==> src/design/axi2iob_pkg.sv <==
/*
 * AXI4 to IOb adapter shared definitions
 * burst field widths, response codes and the IOb port owner
 */
package axi2iob_pkg;

   // AXI4 burst field widths
   localparam int BURST_LEN_W  = 8;
   localparam int BURST_SIZE_W = 3;

   // response field width on B and R
   localparam int RESP_W = 2;

   typedef logic [RESP_W-1:0] resp_t;

   // the adapter never reports an error
   localparam resp_t RESP_OKAY = resp_t'(0);

   // number of beats minus one
   typedef logic [BURST_LEN_W-1:0] burst_len_t;

   // log2 of bytes per beat
   typedef logic [BURST_SIZE_W-1:0] burst_size_t;

   // engine that currently holds the IOb port
   typedef enum logic {
      OWNER_WR,
      OWNER_RD
   } owner_t;

endpackage

==> src/design/axi_wr_burst_engine.sv <==
/*
 * AXI4 write burst engine
 * splits each INCR write burst into single IOb write accesses and
 * returns one B response per burst
 */
`timescale 1ns/100ps

module axi_wr_burst_engine #(
   parameter int ADDR_W = 32,
   parameter int DATA_W = 32,
   parameter int ID_W   = 8
) (
   input  logic                     clk_i,
   input  logic                     arst_i,
   input  logic [ID_W-1:0]          s_axi_awid_i,
   input  logic [ADDR_W-1:0]        s_axi_awaddr_i,
   input  axi2iob_pkg::burst_len_t  s_axi_awlen_i,
   input  axi2iob_pkg::burst_size_t s_axi_awsize_i,
   input  logic                     s_axi_awvalid_i,
   output logic                     s_axi_awready_o,
   input  logic [DATA_W-1:0]        s_axi_wdata_i,
   input  logic [DATA_W/8-1:0]      s_axi_wstrb_i,
   input  logic                     s_axi_wvalid_i,
   output logic                     s_axi_wready_o,
   output logic [ID_W-1:0]          s_axi_bid_o,
   output axi2iob_pkg::resp_t       s_axi_bresp_o,
   output logic                     s_axi_bvalid_o,
   input  logic                     s_axi_bready_i,
   output logic                     wr_req_o,
   output logic [ADDR_W-1:0]        wr_addr_o,
   output logic [DATA_W-1:0]        wr_data_o,
   output logic [DATA_W/8-1:0]      wr_strb_o,
   input  logic                     wr_ack_i
);

   localparam int STRB_W = DATA_W / 8;

   typedef enum logic [1:0] {
      WR_IDLE,
      WR_DATA,
      WR_ISSUE
   } wr_state_t;

   wr_state_t                state_q;
   logic [ID_W-1:0]          id_q;
   logic [ADDR_W-1:0]        addr_q;
   axi2iob_pkg::burst_len_t  len_q;
   axi2iob_pkg::burst_size_t size_q;
   logic [DATA_W-1:0]        data_q;
   logic [STRB_W-1:0]        strb_q;
   logic                     awready_q;
   logic                     wready_q;
   logic                     bvalid_q;
   logic                     req_q;
   logic                     aw_fire;
   logic                     w_fire;
   logic                     beat_done;
   logic [ADDR_W-1:0]        addr_step;

   assign aw_fire   = awready_q && s_axi_awvalid_i;
   assign w_fire    = wready_q && s_axi_wvalid_i;
   assign addr_step = ADDR_W'(1) << size_q;

   // a beat without strobes never raises a request and completes at once
   assign beat_done = (state_q == WR_ISSUE) && (wr_ack_i || !req_q);

   always_ff @(posedge clk_i or posedge arst_i) begin
      if (arst_i) begin
         state_q   <= WR_IDLE;
         awready_q <= 1'b0;
         wready_q  <= 1'b0;
         bvalid_q  <= 1'b0;
         req_q     <= 1'b0;
         len_q     <= '0;
         size_q    <= '0;
      end else begin
         case (state_q)
            WR_IDLE: begin
               if (bvalid_q) begin
                  if (s_axi_bready_i) begin
                     bvalid_q  <= 1'b0;
                     awready_q <= 1'b1;
                  end
               end else if (aw_fire) begin
                  awready_q <= 1'b0;
                  wready_q  <= 1'b1;
                  len_q     <= s_axi_awlen_i;
                  size_q    <= s_axi_awsize_i;
                  state_q   <= WR_DATA;
               end else begin
                  awready_q <= 1'b1;
               end
            end
            WR_DATA: begin
               if (w_fire) begin
                  wready_q <= 1'b0;
                  req_q    <= |s_axi_wstrb_i;
                  state_q  <= WR_ISSUE;
               end
            end
            WR_ISSUE: begin
               if (beat_done) begin
                  req_q <= 1'b0;
                  // the beat count ends the burst and wlast is never looked at
                  if (len_q == '0) begin
                     bvalid_q <= 1'b1;
                     state_q  <= WR_IDLE;
                  end else begin
                     len_q    <= len_q - axi2iob_pkg::burst_len_t'(1);
                     wready_q <= 1'b1;
                     state_q  <= WR_DATA;
                  end
               end
            end
            default: state_q <= WR_IDLE;
         endcase
      end
   end

   always_ff @(posedge clk_i) begin
      if (aw_fire) begin
         id_q   <= s_axi_awid_i;
         addr_q <= s_axi_awaddr_i;
      end else if (beat_done) begin
         addr_q <= addr_q + addr_step;
      end
      if (w_fire) begin
         data_q <= s_axi_wdata_i;
         strb_q <= s_axi_wstrb_i;
      end
   end

   assign s_axi_awready_o = awready_q;
   assign s_axi_wready_o  = wready_q;
   assign s_axi_bid_o     = id_q;
   assign s_axi_bresp_o   = axi2iob_pkg::RESP_OKAY;
   assign s_axi_bvalid_o  = bvalid_q;

   assign wr_req_o  = req_q;
   assign wr_addr_o = addr_q;
   assign wr_data_o = data_q;
   assign wr_strb_o = strb_q;

endmodule

==> src/design/axi_rd_burst_engine.sv <==
/*
 * AXI4 read burst engine
 * splits each INCR read burst into single IOb reads and returns R beats
 */
`timescale 1ns/100ps

module axi_rd_burst_engine #(
   parameter int ADDR_W = 32,
   parameter int DATA_W = 32,
   parameter int ID_W   = 8
) (
   input  logic                     clk_i,
   input  logic                     arst_i,
   input  logic [ID_W-1:0]          s_axi_arid_i,
   input  logic [ADDR_W-1:0]        s_axi_araddr_i,
   input  axi2iob_pkg::burst_len_t  s_axi_arlen_i,
   input  axi2iob_pkg::burst_size_t s_axi_arsize_i,
   input  logic                     s_axi_arvalid_i,
   output logic                     s_axi_arready_o,
   output logic [ID_W-1:0]          s_axi_rid_o,
   output logic [DATA_W-1:0]        s_axi_rdata_o,
   output axi2iob_pkg::resp_t       s_axi_rresp_o,
   output logic                     s_axi_rlast_o,
   output logic                     s_axi_rvalid_o,
   input  logic                     s_axi_rready_i,
   output logic                     rd_req_o,
   output logic [ADDR_W-1:0]        rd_addr_o,
   input  logic                     rd_ack_i,
   input  logic                     rd_rvalid_i,
   input  logic [DATA_W-1:0]        rd_rdata_i
);

   typedef enum logic [1:0] {
      RD_IDLE,
      RD_ISSUE,
      RD_WAIT,
      RD_RESP
   } rd_state_t;

   rd_state_t                state_q;
   logic [ID_W-1:0]          id_q;
   logic [ADDR_W-1:0]        addr_q;
   axi2iob_pkg::burst_len_t  len_q;
   axi2iob_pkg::burst_size_t size_q;
   logic [DATA_W-1:0]        rdata_q;
   logic                     arready_q;
   logic                     rvalid_q;
   logic                     rlast_q;
   logic                     req_q;
   logic                     ar_fire;
   logic                     r_fire;
   logic                     data_in;

   assign ar_fire = arready_q && s_axi_arvalid_i;
   assign r_fire  = rvalid_q && s_axi_rready_i;
   assign data_in = (state_q == RD_WAIT) && rd_rvalid_i;

   always_ff @(posedge clk_i or posedge arst_i) begin
      if (arst_i) begin
         state_q   <= RD_IDLE;
         arready_q <= 1'b0;
         rvalid_q  <= 1'b0;
         rlast_q   <= 1'b0;
         req_q     <= 1'b0;
         len_q     <= '0;
         size_q    <= '0;
      end else begin
         case (state_q)
            RD_IDLE: begin
               if (ar_fire) begin
                  arready_q <= 1'b0;
                  len_q     <= s_axi_arlen_i;
                  size_q    <= s_axi_arsize_i;
                  req_q     <= 1'b1;
                  state_q   <= RD_ISSUE;
               end else begin
                  arready_q <= 1'b1;
               end
            end
            RD_ISSUE: begin
               if (rd_ack_i) begin
                  req_q   <= 1'b0;
                  state_q <= RD_WAIT;
               end
            end
            RD_WAIT: begin
               if (rd_rvalid_i) begin
                  rvalid_q <= 1'b1;
                  rlast_q  <= (len_q == '0);
                  state_q  <= RD_RESP;
               end
            end
            RD_RESP: begin
               if (r_fire) begin
                  rvalid_q <= 1'b0;
                  rlast_q  <= 1'b0;
                  if (len_q == '0) begin
                     arready_q <= 1'b1;
                     state_q   <= RD_IDLE;
                  end else begin
                     len_q   <= len_q - axi2iob_pkg::burst_len_t'(1);
                     req_q   <= 1'b1;
                     state_q <= RD_ISSUE;
                  end
               end
            end
            default: state_q <= RD_IDLE;
         endcase
      end
   end

   always_ff @(posedge clk_i) begin
      if (ar_fire) begin
         id_q   <= s_axi_arid_i;
         addr_q <= s_axi_araddr_i;
      end else if (r_fire) begin
         addr_q <= addr_q + (ADDR_W'(1) << size_q);
      end
      if (data_in) begin
         rdata_q <= rd_rdata_i;
      end
   end

   assign s_axi_arready_o = arready_q;
   assign s_axi_rid_o     = id_q;
   assign s_axi_rdata_o   = rdata_q;
   assign s_axi_rresp_o   = axi2iob_pkg::RESP_OKAY;
   assign s_axi_rlast_o   = rlast_q;
   assign s_axi_rvalid_o  = rvalid_q;

   assign rd_req_o  = req_q;
   assign rd_addr_o = addr_q;

endmodule

==> src/design/iob_access_arbiter.sv <==
/*
 * IOb access arbiter
 * grants the single IOb port to the write or the read engine, reads win ties
 */
`timescale 1ns/100ps

module iob_access_arbiter #(
   parameter int ADDR_W = 32,
   parameter int DATA_W = 32
) (
   input  logic                clk_i,
   input  logic                arst_i,
   input  logic                wr_req_i,
   input  logic [ADDR_W-1:0]   wr_addr_i,
   input  logic [DATA_W-1:0]   wr_data_i,
   input  logic [DATA_W/8-1:0] wr_strb_i,
   input  logic                rd_req_i,
   input  logic [ADDR_W-1:0]   rd_addr_i,
   output logic                iob_valid_o,
   output logic [ADDR_W-1:0]   iob_addr_o,
   output logic [DATA_W-1:0]   iob_wdata_o,
   output logic [DATA_W/8-1:0] iob_wstrb_o,
   input  logic                iob_ready_i,
   input  logic                iob_rvalid_i,
   input  logic [DATA_W-1:0]   iob_rdata_i,
   output logic                wr_ack_o,
   output logic                rd_ack_o,
   output logic                rd_rvalid_o,
   output logic [DATA_W-1:0]   rd_rdata_o
);

   localparam int STRB_W = DATA_W / 8;

   axi2iob_pkg::owner_t owner_q;
   axi2iob_pkg::owner_t owner;
   logic                lock_q;
   logic                rd_sel;
   logic                accept;

   // grant follows the requests while the port is free and stays frozen while locked
   always_comb begin
      if (lock_q) begin
         owner = owner_q;
      end else if (rd_req_i) begin
         owner = axi2iob_pkg::OWNER_RD;
      end else begin
         owner = axi2iob_pkg::OWNER_WR;
      end
   end

   assign rd_sel      = (owner == axi2iob_pkg::OWNER_RD);
   assign iob_valid_o = rd_sel ? rd_req_i : wr_req_i;
   assign iob_addr_o  = rd_sel ? rd_addr_i : wr_addr_i;
   assign iob_wdata_o = wr_data_i;
   // zero strobes mark a read on IOb
   assign iob_wstrb_o = rd_sel ? {STRB_W{1'b0}} : wr_strb_i;

   assign accept   = iob_valid_o && iob_ready_i;
   assign wr_ack_o = accept && !rd_sel;
   assign rd_ack_o = accept && rd_sel;

   // only reads return data, so rvalid always belongs to the read engine
   assign rd_rvalid_o = iob_rvalid_i;
   assign rd_rdata_o  = iob_rdata_i;

   always_ff @(posedge clk_i or posedge arst_i) begin
      if (arst_i) begin
         owner_q <= axi2iob_pkg::OWNER_WR;
         lock_q  <= 1'b0;
      end else begin
         lock_q <= iob_valid_o && !iob_ready_i;
         if (iob_valid_o) begin
            owner_q <= owner;
         end
      end
   end

endmodule

==> src/design/axi2iob_top.sv <==
/*
 * AXI4 slave to IOb master adapter
 * write and read burst engines share one IOb port through an arbiter
 */
`timescale 1ns/100ps

module axi2iob_top #(
   parameter int ADDR_W = 32,
   parameter int DATA_W = 32,
   parameter int ID_W   = 8
) (
   input  logic                     clk_i,
   input  logic                     arst_i,

   input  logic [ID_W-1:0]          s_axi_awid_i,
   input  logic [ADDR_W-1:0]        s_axi_awaddr_i,
   input  axi2iob_pkg::burst_len_t  s_axi_awlen_i,
   input  axi2iob_pkg::burst_size_t s_axi_awsize_i,
   input  logic                     s_axi_awvalid_i,
   output logic                     s_axi_awready_o,
   input  logic [DATA_W-1:0]        s_axi_wdata_i,
   input  logic [DATA_W/8-1:0]      s_axi_wstrb_i,
   input  logic                     s_axi_wlast_i,
   input  logic                     s_axi_wvalid_i,
   output logic                     s_axi_wready_o,
   output logic [ID_W-1:0]          s_axi_bid_o,
   output axi2iob_pkg::resp_t       s_axi_bresp_o,
   output logic                     s_axi_bvalid_o,
   input  logic                     s_axi_bready_i,

   input  logic [ID_W-1:0]          s_axi_arid_i,
   input  logic [ADDR_W-1:0]        s_axi_araddr_i,
   input  axi2iob_pkg::burst_len_t  s_axi_arlen_i,
   input  axi2iob_pkg::burst_size_t s_axi_arsize_i,
   input  logic                     s_axi_arvalid_i,
   output logic                     s_axi_arready_o,
   output logic [ID_W-1:0]          s_axi_rid_o,
   output logic [DATA_W-1:0]        s_axi_rdata_o,
   output axi2iob_pkg::resp_t       s_axi_rresp_o,
   output logic                     s_axi_rlast_o,
   output logic                     s_axi_rvalid_o,
   input  logic                     s_axi_rready_i,

   output logic                     iob_valid_o,
   output logic [ADDR_W-1:0]        iob_addr_o,
   output logic [DATA_W-1:0]        iob_wdata_o,
   output logic [DATA_W/8-1:0]      iob_wstrb_o,
   input  logic                     iob_ready_i,
   input  logic                     iob_rvalid_i,
   input  logic [DATA_W-1:0]        iob_rdata_i
);

   localparam int STRB_W = DATA_W / 8;

   logic              wr_req;
   logic [ADDR_W-1:0] wr_addr;
   logic [DATA_W-1:0] wr_data;
   logic [STRB_W-1:0] wr_strb;
   logic              wr_ack;
   logic              rd_req;
   logic [ADDR_W-1:0] rd_addr;
   logic              rd_ack;
   logic              rd_rvalid;
   logic [DATA_W-1:0] rd_rdata;

   // the write engine ends each burst by its beat count and never sees wlast
   axi_wr_burst_engine #(
      .ADDR_W(ADDR_W),
      .DATA_W(DATA_W),
      .ID_W  (ID_W)
   ) wr_engine0 (
      .clk_i          (clk_i),
      .arst_i         (arst_i),
      .s_axi_awid_i   (s_axi_awid_i),
      .s_axi_awaddr_i (s_axi_awaddr_i),
      .s_axi_awlen_i  (s_axi_awlen_i),
      .s_axi_awsize_i (s_axi_awsize_i),
      .s_axi_awvalid_i(s_axi_awvalid_i),
      .s_axi_awready_o(s_axi_awready_o),
      .s_axi_wdata_i  (s_axi_wdata_i),
      .s_axi_wstrb_i  (s_axi_wstrb_i),
      .s_axi_wvalid_i (s_axi_wvalid_i),
      .s_axi_wready_o (s_axi_wready_o),
      .s_axi_bid_o    (s_axi_bid_o),
      .s_axi_bresp_o  (s_axi_bresp_o),
      .s_axi_bvalid_o (s_axi_bvalid_o),
      .s_axi_bready_i (s_axi_bready_i),
      .wr_req_o       (wr_req),
      .wr_addr_o      (wr_addr),
      .wr_data_o      (wr_data),
      .wr_strb_o      (wr_strb),
      .wr_ack_i       (wr_ack)
   );

   axi_rd_burst_engine #(
      .ADDR_W(ADDR_W),
      .DATA_W(DATA_W),
      .ID_W  (ID_W)
   ) rd_engine0 (
      .clk_i          (clk_i),
      .arst_i         (arst_i),
      .s_axi_arid_i   (s_axi_arid_i),
      .s_axi_araddr_i (s_axi_araddr_i),
      .s_axi_arlen_i  (s_axi_arlen_i),
      .s_axi_arsize_i (s_axi_arsize_i),
      .s_axi_arvalid_i(s_axi_arvalid_i),
      .s_axi_arready_o(s_axi_arready_o),
      .s_axi_rid_o    (s_axi_rid_o),
      .s_axi_rdata_o  (s_axi_rdata_o),
      .s_axi_rresp_o  (s_axi_rresp_o),
      .s_axi_rlast_o  (s_axi_rlast_o),
      .s_axi_rvalid_o (s_axi_rvalid_o),
      .s_axi_rready_i (s_axi_rready_i),
      .rd_req_o       (rd_req),
      .rd_addr_o      (rd_addr),
      .rd_ack_i       (rd_ack),
      .rd_rvalid_i    (rd_rvalid),
      .rd_rdata_i     (rd_rdata)
   );

   iob_access_arbiter #(
      .ADDR_W(ADDR_W),
      .DATA_W(DATA_W)
   ) arbiter0 (
      .clk_i       (clk_i),
      .arst_i      (arst_i),
      .wr_req_i    (wr_req),
      .wr_addr_i   (wr_addr),
      .wr_data_i   (wr_data),
      .wr_strb_i   (wr_strb),
      .rd_req_i    (rd_req),
      .rd_addr_i   (rd_addr),
      .iob_valid_o (iob_valid_o),
      .iob_addr_o  (iob_addr_o),
      .iob_wdata_o (iob_wdata_o),
      .iob_wstrb_o (iob_wstrb_o),
      .iob_ready_i (iob_ready_i),
      .iob_rvalid_i(iob_rvalid_i),
      .iob_rdata_i (iob_rdata_i),
      .wr_ack_o    (wr_ack),
      .rd_ack_o    (rd_ack),
      .rd_rvalid_o (rd_rvalid),
      .rd_rdata_o  (rd_rdata)
   );

endmodule

==> config.mk <==
export PLATFORM = sky130hd
export DESIGN_NAME = axi2iob_top
export DESIGN_NICKNAME = d
export VERILOG_FILES = /design/src/design/axi2iob_pkg.sv /design/src/design/axi_wr_burst_engine.sv /design/src/design/axi_rd_burst_engine.sv /design/src/design/iob_access_arbiter.sv /design/src/design/axi2iob_top.sv
export SDC_FILE = /design/constraint.sdc
export NUM_CORES = 1
export LEC_CHECK = 0
export BUFFER_PORTS_ARGS = -buffer_cell sky130_fd_sc_hd__buf_2
export CAP_MARGIN = 15
export CORE_MARGIN = 4
export CORE_UTILIZATION = 40
export DETAILED_ROUTE_END_ITERATION = 7
export PLACE_DENSITY = 0.7
export SETUP_SLACK_MARGIN = 0.3
export SYNTH_ARGS = -nofsm -noshare
export SYNTH_HDL_FRONTEND = slang
export SYNTH_HIERARCHICAL = 1
export SYNTH_SLANG_ARGS = --single-unit
==> constraint.sdc <==
create_clock -name clk_i -period 2.77 [get_ports clk_i]
set_clock_uncertainty 0.15 [all_clocks]
set_input_delay 0.554 -clock clk_i [delete_from_list [all_inputs] [get_ports clk_i]]
set_output_delay 0.554 -clock clk_i [all_outputs]
set_load 0.1 [all_outputs]
Yosys cells after proc, flatten, opt, wreduce, memory -nomap -nowiden
Index checks and enable logic that the tools add are counted.
Cells by class
  $add $sub $neg: 4
  equality and inequality tests: 18
  shift-type cells: 2
  muxes and demuxes: 61
  bitwise operators: 1
  reduce and logical (&&, ||, !) cells: 40
Operators with widths (number)
  $mux W32: 5
  $add A32 B32 Y32: 2
  $shl A1 B3 Y32 const A: 2
  $mux W8: 7
  $pmux W8 S2: 2
  $mux W1: 29
  $logic_not A8 Y1: 2
  $mux W2: 8
  $sub A8 B1 Y8 const B: 2
  $reduce_and A3 Y1: 5
  $ne A2 B1 Y1 const B: 7
  $ne A2 B2 Y1 const B: 6
  $reduce_and A4 Y1: 3
  $reduce_bool A2 Y1: 6
  $logic_and A1 B1 Y1: 10
  $pmux W1 S2: 5
  $reduce_and A5 Y1: 2
  $pmux W2 S4: 1
  $eq A2 B2 Y1 const B: 3
  $pmux W1 S3: 2
  $pmux W2 S3: 1
  $reduce_and A6 Y1: 1
  $reduce_bool A3 Y1: 2
  $eq A2 B1 Y1 const B: 2
  7 further kinds: 11
Word-level totals
  flip-flop bits (word level): 184
  bits of input ports: 180
  output and inout bits: 127
  logic and storage cells: 149

Depth between registers and ports, before layout
Gate-level depths: netlist of run 1.
  depth after elaboration: 9
  mapped depth: 11
  gate-level depth less buffers: 9

By module
Netlist of run 1, hierarchy kept.
By module, submodules not included
  axi_rd_burst_engine: instances 1, cells an instance 394, area each 4508.1 um^2, seq. area each 2587.5 um^2
  axi_wr_burst_engine: instances 1, cells an instance 388, area each 4470.5 um^2, seq. area each 2707.6 um^2
  iob_access_arbiter: instances 1, cells an instance 119, area each 1143.6 um^2, seq. area each 50.0 um^2

Worst setup path after synthesis of run 1
Ideal clock, no wire load.
  kind: register -> output
  start point: reg arbiter0.lock_q
  end point: out iob_valid_o
  data arrival time: 2.154 ns
  required time: 2.066 ns
  setup slack: -0.088 ns
  cell stages (with the launch flop): 3
  buffers on the path: 0
  cells stage by stage: dfrtp_1 -> a21bo_2 -> a21oi_1
Between the ends
  cells in the longest elaborated chain, start to end: 2
Ends and longest elaborated chain
  start, declared: RTL line iob_access_arbiter.sv:36  | logic lock_q;
  start signal, assigned: RTL line iob_access_arbiter.sv:71  | lock_q <= iob_valid_o && !iob_ready_i;
  $mux W1: RTL line iob_access_arbiter.sv:42  | if (lock_q) begin
  $mux W1: RTL line iob_access_arbiter.sv:52  | assign iob_valid_o = rd_sel ? rd_req_i : wr_req_i;
  end, declared: RTL line axi2iob_top.sv:44  | output logic iob_valid_o,
No other way between the ends.

Worst setup path in the final report of run 1
  start point: reg rd_engine0.size_q[2]
  end point: reg rd_engine0.addr_q[30], in the netlist rd_engine0/rd_addr_o[30], data pin
Between the ends
  cells in the longest elaborated chain, start to end: 4
Ends and longest elaborated chain
  start, declared: RTL line axi_rd_burst_engine.sv:44  | axi2iob_pkg::burst_size_t size_q;
  start signal, assigned: RTL line axi_rd_burst_engine.sv:73  | size_q <= s_axi_arsize_i;
  $shl A1 B3 Y32: RTL line axi_rd_burst_engine.sv:117  | addr_q <= addr_q + (ADDR_W'(1) << size_q);
  $add A32 B32 Y32: RTL line axi_rd_burst_engine.sv:117
  $mux W32: RTL line axi_rd_burst_engine.sv:116  | end else if (r_fire) begin
  $mux W32: RTL line axi_rd_burst_engine.sv:113  | if (ar_fire) begin
  end signal, assigned: RTL line axi_rd_burst_engine.sv:115  | addr_q <= s_axi_araddr_i;
  end signal, assigned: RTL line axi_rd_burst_engine.sv:117
  end, declared: RTL line axi_rd_burst_engine.sv:42  | logic [ADDR_W-1:0] addr_q;
No other way between the ends. The select of a mux whose other input is x is not followed.
A chain may end at the register's enable or synchronous reset.

==> results of run 1 <==
-- layout by cell type (no fill, tap or decap), types with 23 or more instances in the layout --
| master | count |
|---|---|
| buf_2 | 264 |
| edfxtp_1 | 148 |
| nand2_1 | 81 |
| buf_4 | 55 |
| nor2_1 | 53 |
| o21ai_0 | 37 |
| a21oi_1 | 34 |
| mux2_4 | 31 |
| inv_1 | 29 |
| buf_12 | 28 |
| dfrtp_1 | 26 |
| xor2_1 | 24 |
| o21ai_1 | 23 |
-- timing repair --
| action | 4_1_cts | 5_1_grt |
|---|---|---|
| endpoints found under the setup margin | 74 | 108 |
| hold buffers | 1 | 0 |
| resized for setup | 134 | 65 |
| buffers inserted | 32 | 8 |
| pin swaps | 59 | 57 |
| gates cloned | 7 | 0 |
| endpoints found under the hold margin | 2 | 0 |
-- critical path, stage by stage (launching register included) --
cell,delay [ps]
dfrtp_2,450
buf_4,160
and3b_1,180
ha_4,300
and3_1,170
a22oi_2,110
a21o_4,260
buf_12,140
or4_4,480
a31oi_1,180
-- sequential cells by signal, indices dropped and copies added, names as in the netlist, 2 cells and up --
signal,cells
rd_engine0/rd_addr_o,32
rd_engine0/s_axi_rdata_o,32
wr_engine0/wr_addr_o,32
wr_engine0/wr_data_o,32
rd_engine0/len_q,8
rd_engine0/s_axi_rid_o,8
wr_engine0/len_q,8
wr_engine0/s_axi_bid_o,8
wr_engine0/wr_strb_o,4
rd_engine0/size_q,3
wr_engine0/size_q,3
rd_engine0/state_q,2
wr_engine0/state_q,2
-- logic make-up after synthesis --
kind of cell / Yosys count / synth area share
buf+inv: 130 / 0.0771
mux: 41 / 0.0557
compound gates: 200 / 0.127
simple gates: 282 / 0.147
flops: 184 / 0.528
fa+ha+maj: 26 / 0.0336
other cells: 2 / 0.000742
xor+xnor: 36 / 0.0311
-- metal layers --
layer	vias to the layer above	GRT usage
met3	58	0.0529
li1	3844	-
met2	382	0.328
met5	-	0
met1	3785	0.243
met4	4	0.0776
-- synth_stat cells (5+ instances only) --
library cell,count
ha_1,24
xor2_1,24
nand2b_1,8
nand2_1,88
a31oi_1,18
mux2_2,13
buf_2,9
xnor2_1,12
o22a_1,7
and3_1,10
clkbuf_1,20
nand4_1,7
and2_1,9
or3_1,16
mux2_4,25
a21oi_1,39
nand3_1,23
buf_4,69
inv_1,29
dfrtp_1,36
a211oi_1,5
edfxtp_1,148
nor3_1,13
a21o_1,9
nor3b_1,10
or4_1,9
o21ai_0,61
o31ai_1,12
nor2b_1,5
nor2_1,55
o211ai_1,7
-- layout make-up --
class                           count  share of cell area
Inverter                           29             0.00794
Multi-Input combinational cell    589               0.331
Clock buffer                       17              0.0310
Tap cell                          324              0.0296
Antenna cell                        1            0.000182
Sequential cell                   184               0.391
Clock inverter                     15              0.0143
Timing Repair Buffer              372               0.195
-- metrics by stage --
step	instance area, µm²	setup TNS (ps)	hold slack (ps)	setup slack, ps
after detailed placement	11800	0	290	43.2
after global routing	13700	-193	114	-59.4
after floorplan	10200	0	145	291
final	13700	0	148	49.3
after CTS	13400	0	122	68.2
after global placement	11800	0	287	106
-- power by group --
part	leakage, nW	internal [mW]	switching [mW]	total, mW
sequential	1.81	3.63	0.577	4.21
clock	0.299	1.24	1.25	2.49
combinational	3.55	3.02	5.04	8.06
total	5.66	7.89	6.87	14.8
-- worst min path at each step --
stage                     depth (start not counted)                           end  slack (ps)
final                                             1  rd_engine0/s_axi_rdata_o[14]         150
after global routing                              1  rd_engine0/s_axi_rdata_o[14]         110
after CTS                                         1     rd_engine0/s_axi_rid_o[3]         120
after detailed placement                          2               arbiter0/lock_q         290
after global placement                            2               arbiter0/lock_q         290
after floorplan                                   1               arbiter0/lock_q         150
==> impl_metrics.env, run 1 <==
export IMPL_synth_top_area_frac=0.439
export IMPL_yosysUniqueCellTypes=79
export IMPL_grt_antenna_before_repair=3
export IMPL_setup_viol=0
export IMPL_synth_seq_cells=184
export IMPL_place_detailed_hpwl_um=20100
export IMPL_vias=8073
export IMPL_r2r_end="rd_engine0/rd_addr_o[30]"
export IMPL_regArea_um2=5360
export IMPL_yosysTopAreaCell="edfxtp_1"
export IMPL_totalWireLength_um=28600
export IMPL_grt_pass1_vias=8147
export IMPL_die_h_um=167
export IMPL_synth_edf_count=148
export IMPL_met1Wirelength_um=11500
export IMPL_grt_overflow_total=0
export IMPL_regToRegSetupSlack_ps=50
export IMPL_clk_pin_slew_ps=80
export IMPL_topRoutingLayerUsed="met5"
export IMPL_critical_path_required_ps=2890
export IMPL_slew_violations=0
export IMPL_die_area_um2=27900
export IMPL_worst_r2r_path_depth=9
export IMPL_crit_path_end="rd_engine0/rd_addr_o[30]"
export IMPL_cts_sinks=184
export IMPL_async_flop_share=0.196
export IMPL_start_util=0.411
export IMPL_min_path_type="input pin to flop"
export IMPL_syn_avg_cell_area_um2=11.2
export IMPL_worst_pin_slew_ps=722
export IMPL_area_growth_pct=35.5
export IMPL_ant_nets=0
export IMPL_detail_route_wl_per_cell_um=18.7
export IMPL_final_util=0.557
export IMPL_power_density_nw_per_um2=1080
export IMPL_hp_start="iob_rdata_i[14]"
export IMPL_fillCellCount=2052
export IMPL_total_power_mw=14.8
export IMPL_grt_usage=0.196
export IMPL_synthTopCellsByArea="edfxtp_1 (44%), dfrtp_1 (8.9%), buf_4 (5.1%)"
export IMPL_min_period_ps=2720
export IMPL_slew_limit_headroom=0.518
export IMPL_cts_buffers=17
export IMPL_cellLeakagePower_nw=5.66
export IMPL_rr_startpoint="rd_engine0/size_q[2]"
export IMPL_yosysSeqAreaShare=0.528
export IMPL_grt_setup_unrepaired="yes"
export IMPL_syn_inst=901
export IMPL_ys_warn_count=6
export IMPL_max_freq_mhz=368
export IMPL_die_w_um=167
export IMPL_viasPerCell=5.27
export IMPL_cts_root_buf="clkbuf_16"
export IMPL_gp_congestion=0.883
export IMPL_vdd_drop_max_mv=0.787
export IMPL_crit_start="rd_engine0/size_q[2]"
export IMPL_instances_no_fill=1531
export IMPL_period_share=0.982
export IMPL_grt_max_degree=45
export IMPL_layout_nets=1399
export IMPL_io_buffers=301
export IMPL_drc=0
export IMPL_dr_wl_met3_um=2350
export IMPL_worstPathArrival_ps=2840
export IMPL_grt_pass1_wl_um=43800
export IMPL_cts_tree="done"
export IMPL_clk_insertion_delay_late_ps=420
export IMPL_critPathKind="flop to flop"
export IMPL_cts_path_max_buffers=2
export IMPL_status="finished, final reports clean"
export IMPL_core_um2=24600
export IMPL_synth_flop_cell="edfxtp_1"
export IMPL_pin_count=307
export IMPL_max_cap_violations=0
export IMPL_cp_end_kind="flop"
export IMPL_route_met2_wl_um=13800
export IMPL_std_cell_rows=57
export IMPL_drt_initial_drc_count=588
export IMPL_htreeDepth=4
export IMPL_cp_max_fo=7
export IMPL_final_hold_violation_count=0
export IMPL_multiInputGateArea_um2=4540
export IMPL_crit_path_start_kind="flop"
export IMPL_syn_area_um2=10100
export IMPL_drive_above_1_share=0.453
export IMPL_dpl_cell_count=1450
export IMPL_drt_pass1_iterations=6
Note: power is estimated with default switching activity, not from simulation.
==> run 2: changes to the inputs <==
- CORE_UTILIZATION: 40 -> 25
- PLACE_DENSITY: 0.7 -> 0.49
==> run 2 against run 1 <==
  * Highest routed layer unchanged
  * Flip-flop and latch count did not move
  * Sequential power barely moved
  * Register-to-register slack better by 20 ps
  * Worst setup slack improved by 21 ps
  * Cell area rose by 5.3%
  * Critical endpoint unchanged
  * Combinational power rose by 5.5%
  * Clock power increased by 2%
  * Sequential share of layout area down 2.0 points
  * Via count about the same
  * Global-route usage shrank 5.8 points
==> impl_metrics.env, run 2 (synthesis gave the netlist of run 1 again) <==
export IMPL_regArea_um2=5360
export IMPL_worst_slack_ps=70.1
export IMPL_instances_no_fill=1751
export IMPL_final_hold_violation_count=0
export IMPL_grt_usage=0.139
export IMPL_crit_path_start_kind="flop"
export IMPL_cp_end_kind="flop"
export IMPL_drt_pass1_iterations=5
export IMPL_regToRegSetupSlack_ps=70
export IMPL_totalWireLength_um=31100
export IMPL_worst_r2r_path_depth=9
export IMPL_critPathKind="flop to flop"
export IMPL_cellLeakagePower_nw=5.85
export IMPL_max_cap_violations=0
export IMPL_slew_violations=0
export IMPL_period_share=0.975
export IMPL_slew_limit_headroom=0.503
export IMPL_grt_pass1_wl_um=47200
export IMPL_gp_congestion=0.771
export IMPL_grt_antenna_before_repair=4
export IMPL_gr_usage_met1=0.179
export IMPL_min_period_ps=2700
export IMPL_die_w_um=209
export IMPL_grt_overflow_total=0
export IMPL_path_cells="buf_6 > and3b_2 > ha_4 > and3_4 > a22oi_2 > a21o_4 > buf_12 > or4_4 > a31oi_4"
export IMPL_cp_max_fo=6
export IMPL_power_density_nw_per_um2=1060
export IMPL_htreeDepth=4
export IMPL_r2r_end="rd_engine0/rd_addr_o[30]"
export IMPL_grt_setup_unrepaired="yes"
export IMPL_multiInputGateArea_um2=4670
export IMPL_final_common_cell="buf_2"
export IMPL_drive_above_1_share=0.473
export IMPL_cts_buffers=17
export IMPL_worstPathArrival_ps=2860
export IMPL_n_antenna_cell=0
export IMPL_detail_route_wl_per_cell_um=17.8
export IMPL_drt_initial_drc_count=454
export IMPL_crit_path_end="rd_engine0/rd_addr_o[30]"
export IMPL_clk_pin_slew_ps=80
export IMPL_pin_count=307
export IMPL_post_place_ws_ps=31.3
export IMPL_setup_tns_ps=0
export IMPL_dpl_cell_count=1658
export IMPL_cts_sinks=184
export IMPL_cts_root_buf="clkbuf_16"
export IMPL_grt_use_met2=0.224
export IMPL_most_common_layout_cells="buf_2 (264), edfxtp_1 (148), nand2_1 (80), nor2_1 (54), buf_4 (50)"
export IMPL_drc=0
export IMPL_viasPerCell=4.61
export IMPL_core_um2=39900
export IMPL_busiest_layer="met2"
export IMPL_critical_path_required_ps=2930
export IMPL_status="finished, final reports clean"
export IMPL_grt_max_degree=57
export IMPL_vdd_drop_max_mv=0.532
export IMPL_worst_pin_slew_ps=745
export IMPL_crit_start="rd_engine0/size_q[1]"
export IMPL_fillCellCount=3936
export IMPL_io_buffers=301
export IMPL_ant_nets=0
export IMPL_start_util=0.254
export IMPL_max_stage_delay_ps=490
export IMPL_cts_path_max_buffers=2
export IMPL_grt_pass1_vias=8093
export IMPL_min_path_type="input pin to flop"
export IMPL_std_cell_rows=73
export IMPL_die_area_um2=43800
export IMPL_area_growth_pct=42.6
export IMPL_layout_nets=1419
export IMPL_cpMaxStageDelayCell="or4_4"
export IMPL_globalRouteMet3Util=0.0374
export IMPL_max_freq_mhz=370
export IMPL_cts_tree="done"
export IMPL_vias=8067
export IMPL_rr_startpoint="rd_engine0/size_q[1]"
export IMPL_clk_insertion_delay_late_ps=450
export IMPL_place_detailed_hpwl_um=22100
export IMPL_setup_viol=0
export IMPL_die_h_um=209
-- run 2: power by group --
part	leakage (nW)	switching, mW	internal [mW]	total [mW]
Clock	0.294	1.24	1.29	2.53
Combinational	3.74	5.11	3.40	8.50
Sequential	1.81	0.599	3.63	4.23
Total	5.85	6.94	8.32	15.3
-- run 2: worst min path at each step --
stage	start	endpoint	slack, ps	depth (start not counted)
after floorplan	arst_i	arbiter0/lock_q	150	1
after global placement	arst_i	arbiter0/owner_q	290	2
after detailed placement	arst_i	arbiter0/lock_q	290	2
after CTS	s_axi_wdata_i[14]	wr_engine0/wr_data_o[14]	70	1
after global routing	s_axi_wdata_i[22]	wr_engine0/wr_data_o[22]	80	1
final	s_axi_awid_i[6]	wr_engine0/s_axi_bid_o[6]	120	1
-- run 2: critical path, delay by kind of cell (launching register included) --
family | cells | cell delay [ps]
buffers and inverters | 2 | 270
adders and majority gates | 1 | 290
DFF | 1 | 430
and+or+nand+nor | 3 | 900
AOI/OAI and AO/OA | 3 | 510
-- run 2: what timing repair did --
| item | in CTS | in global routing |
|---|---|---|
| setup buffers | 40 | 13 |
| hold endpoints to repair | 2 | 0 |
| hold buffers | 1 | 0 |
| gates resized for setup | 218 | 55 |
| pin swaps | 72 | 77 |
| endpoints found under the setup margin | 88 | 105 |
| cloned | 5 | 2 |
-- run 2: final cells by class --
| class | count | area share |
|---|---|---|
| clock inverters | 15 | 0.0118 |
| flip-flops and latches | 184 | 0.371 |
| multi-input cells | 589 | 0.324 |
| well taps | 525 | 0.0455 |
| inverters | 29 | 0.00754 |
| clock buffers | 17 | 0.0295 |
| repair buffers | 392 | 0.211 |
-- run 2: through the flow --
| stage | power (mW) | cell area (µm²) | util | hold WS [ps] |
|---|---|---|---|---|
| floorplan | 9.12 | 10200 | - | 145 |
| global placement | 10.9 | 12200 | 0.307 | 290 |
| detailed placement | 11.0 | 12200 | 0.307 | 293 |
| CTS | 15.1 | 14100 | 0.352 | 74.0 |
| global route | 16.0 | 14400 | 0.362 | 82.5 |
| finish | 15.3 | 14400 | 0.362 | 122 |
-- run 2: per-layer routing --
| metal | share of wire | routed length, µm |
|---|---|---|
| met4 | 0.022 | 688 |
| met1 | 0.43 | 13300 |
| met2 | 0.48 | 15000 |
| met5 | 0.0018 | 56 |
| met3 | 0.066 | 2050 |
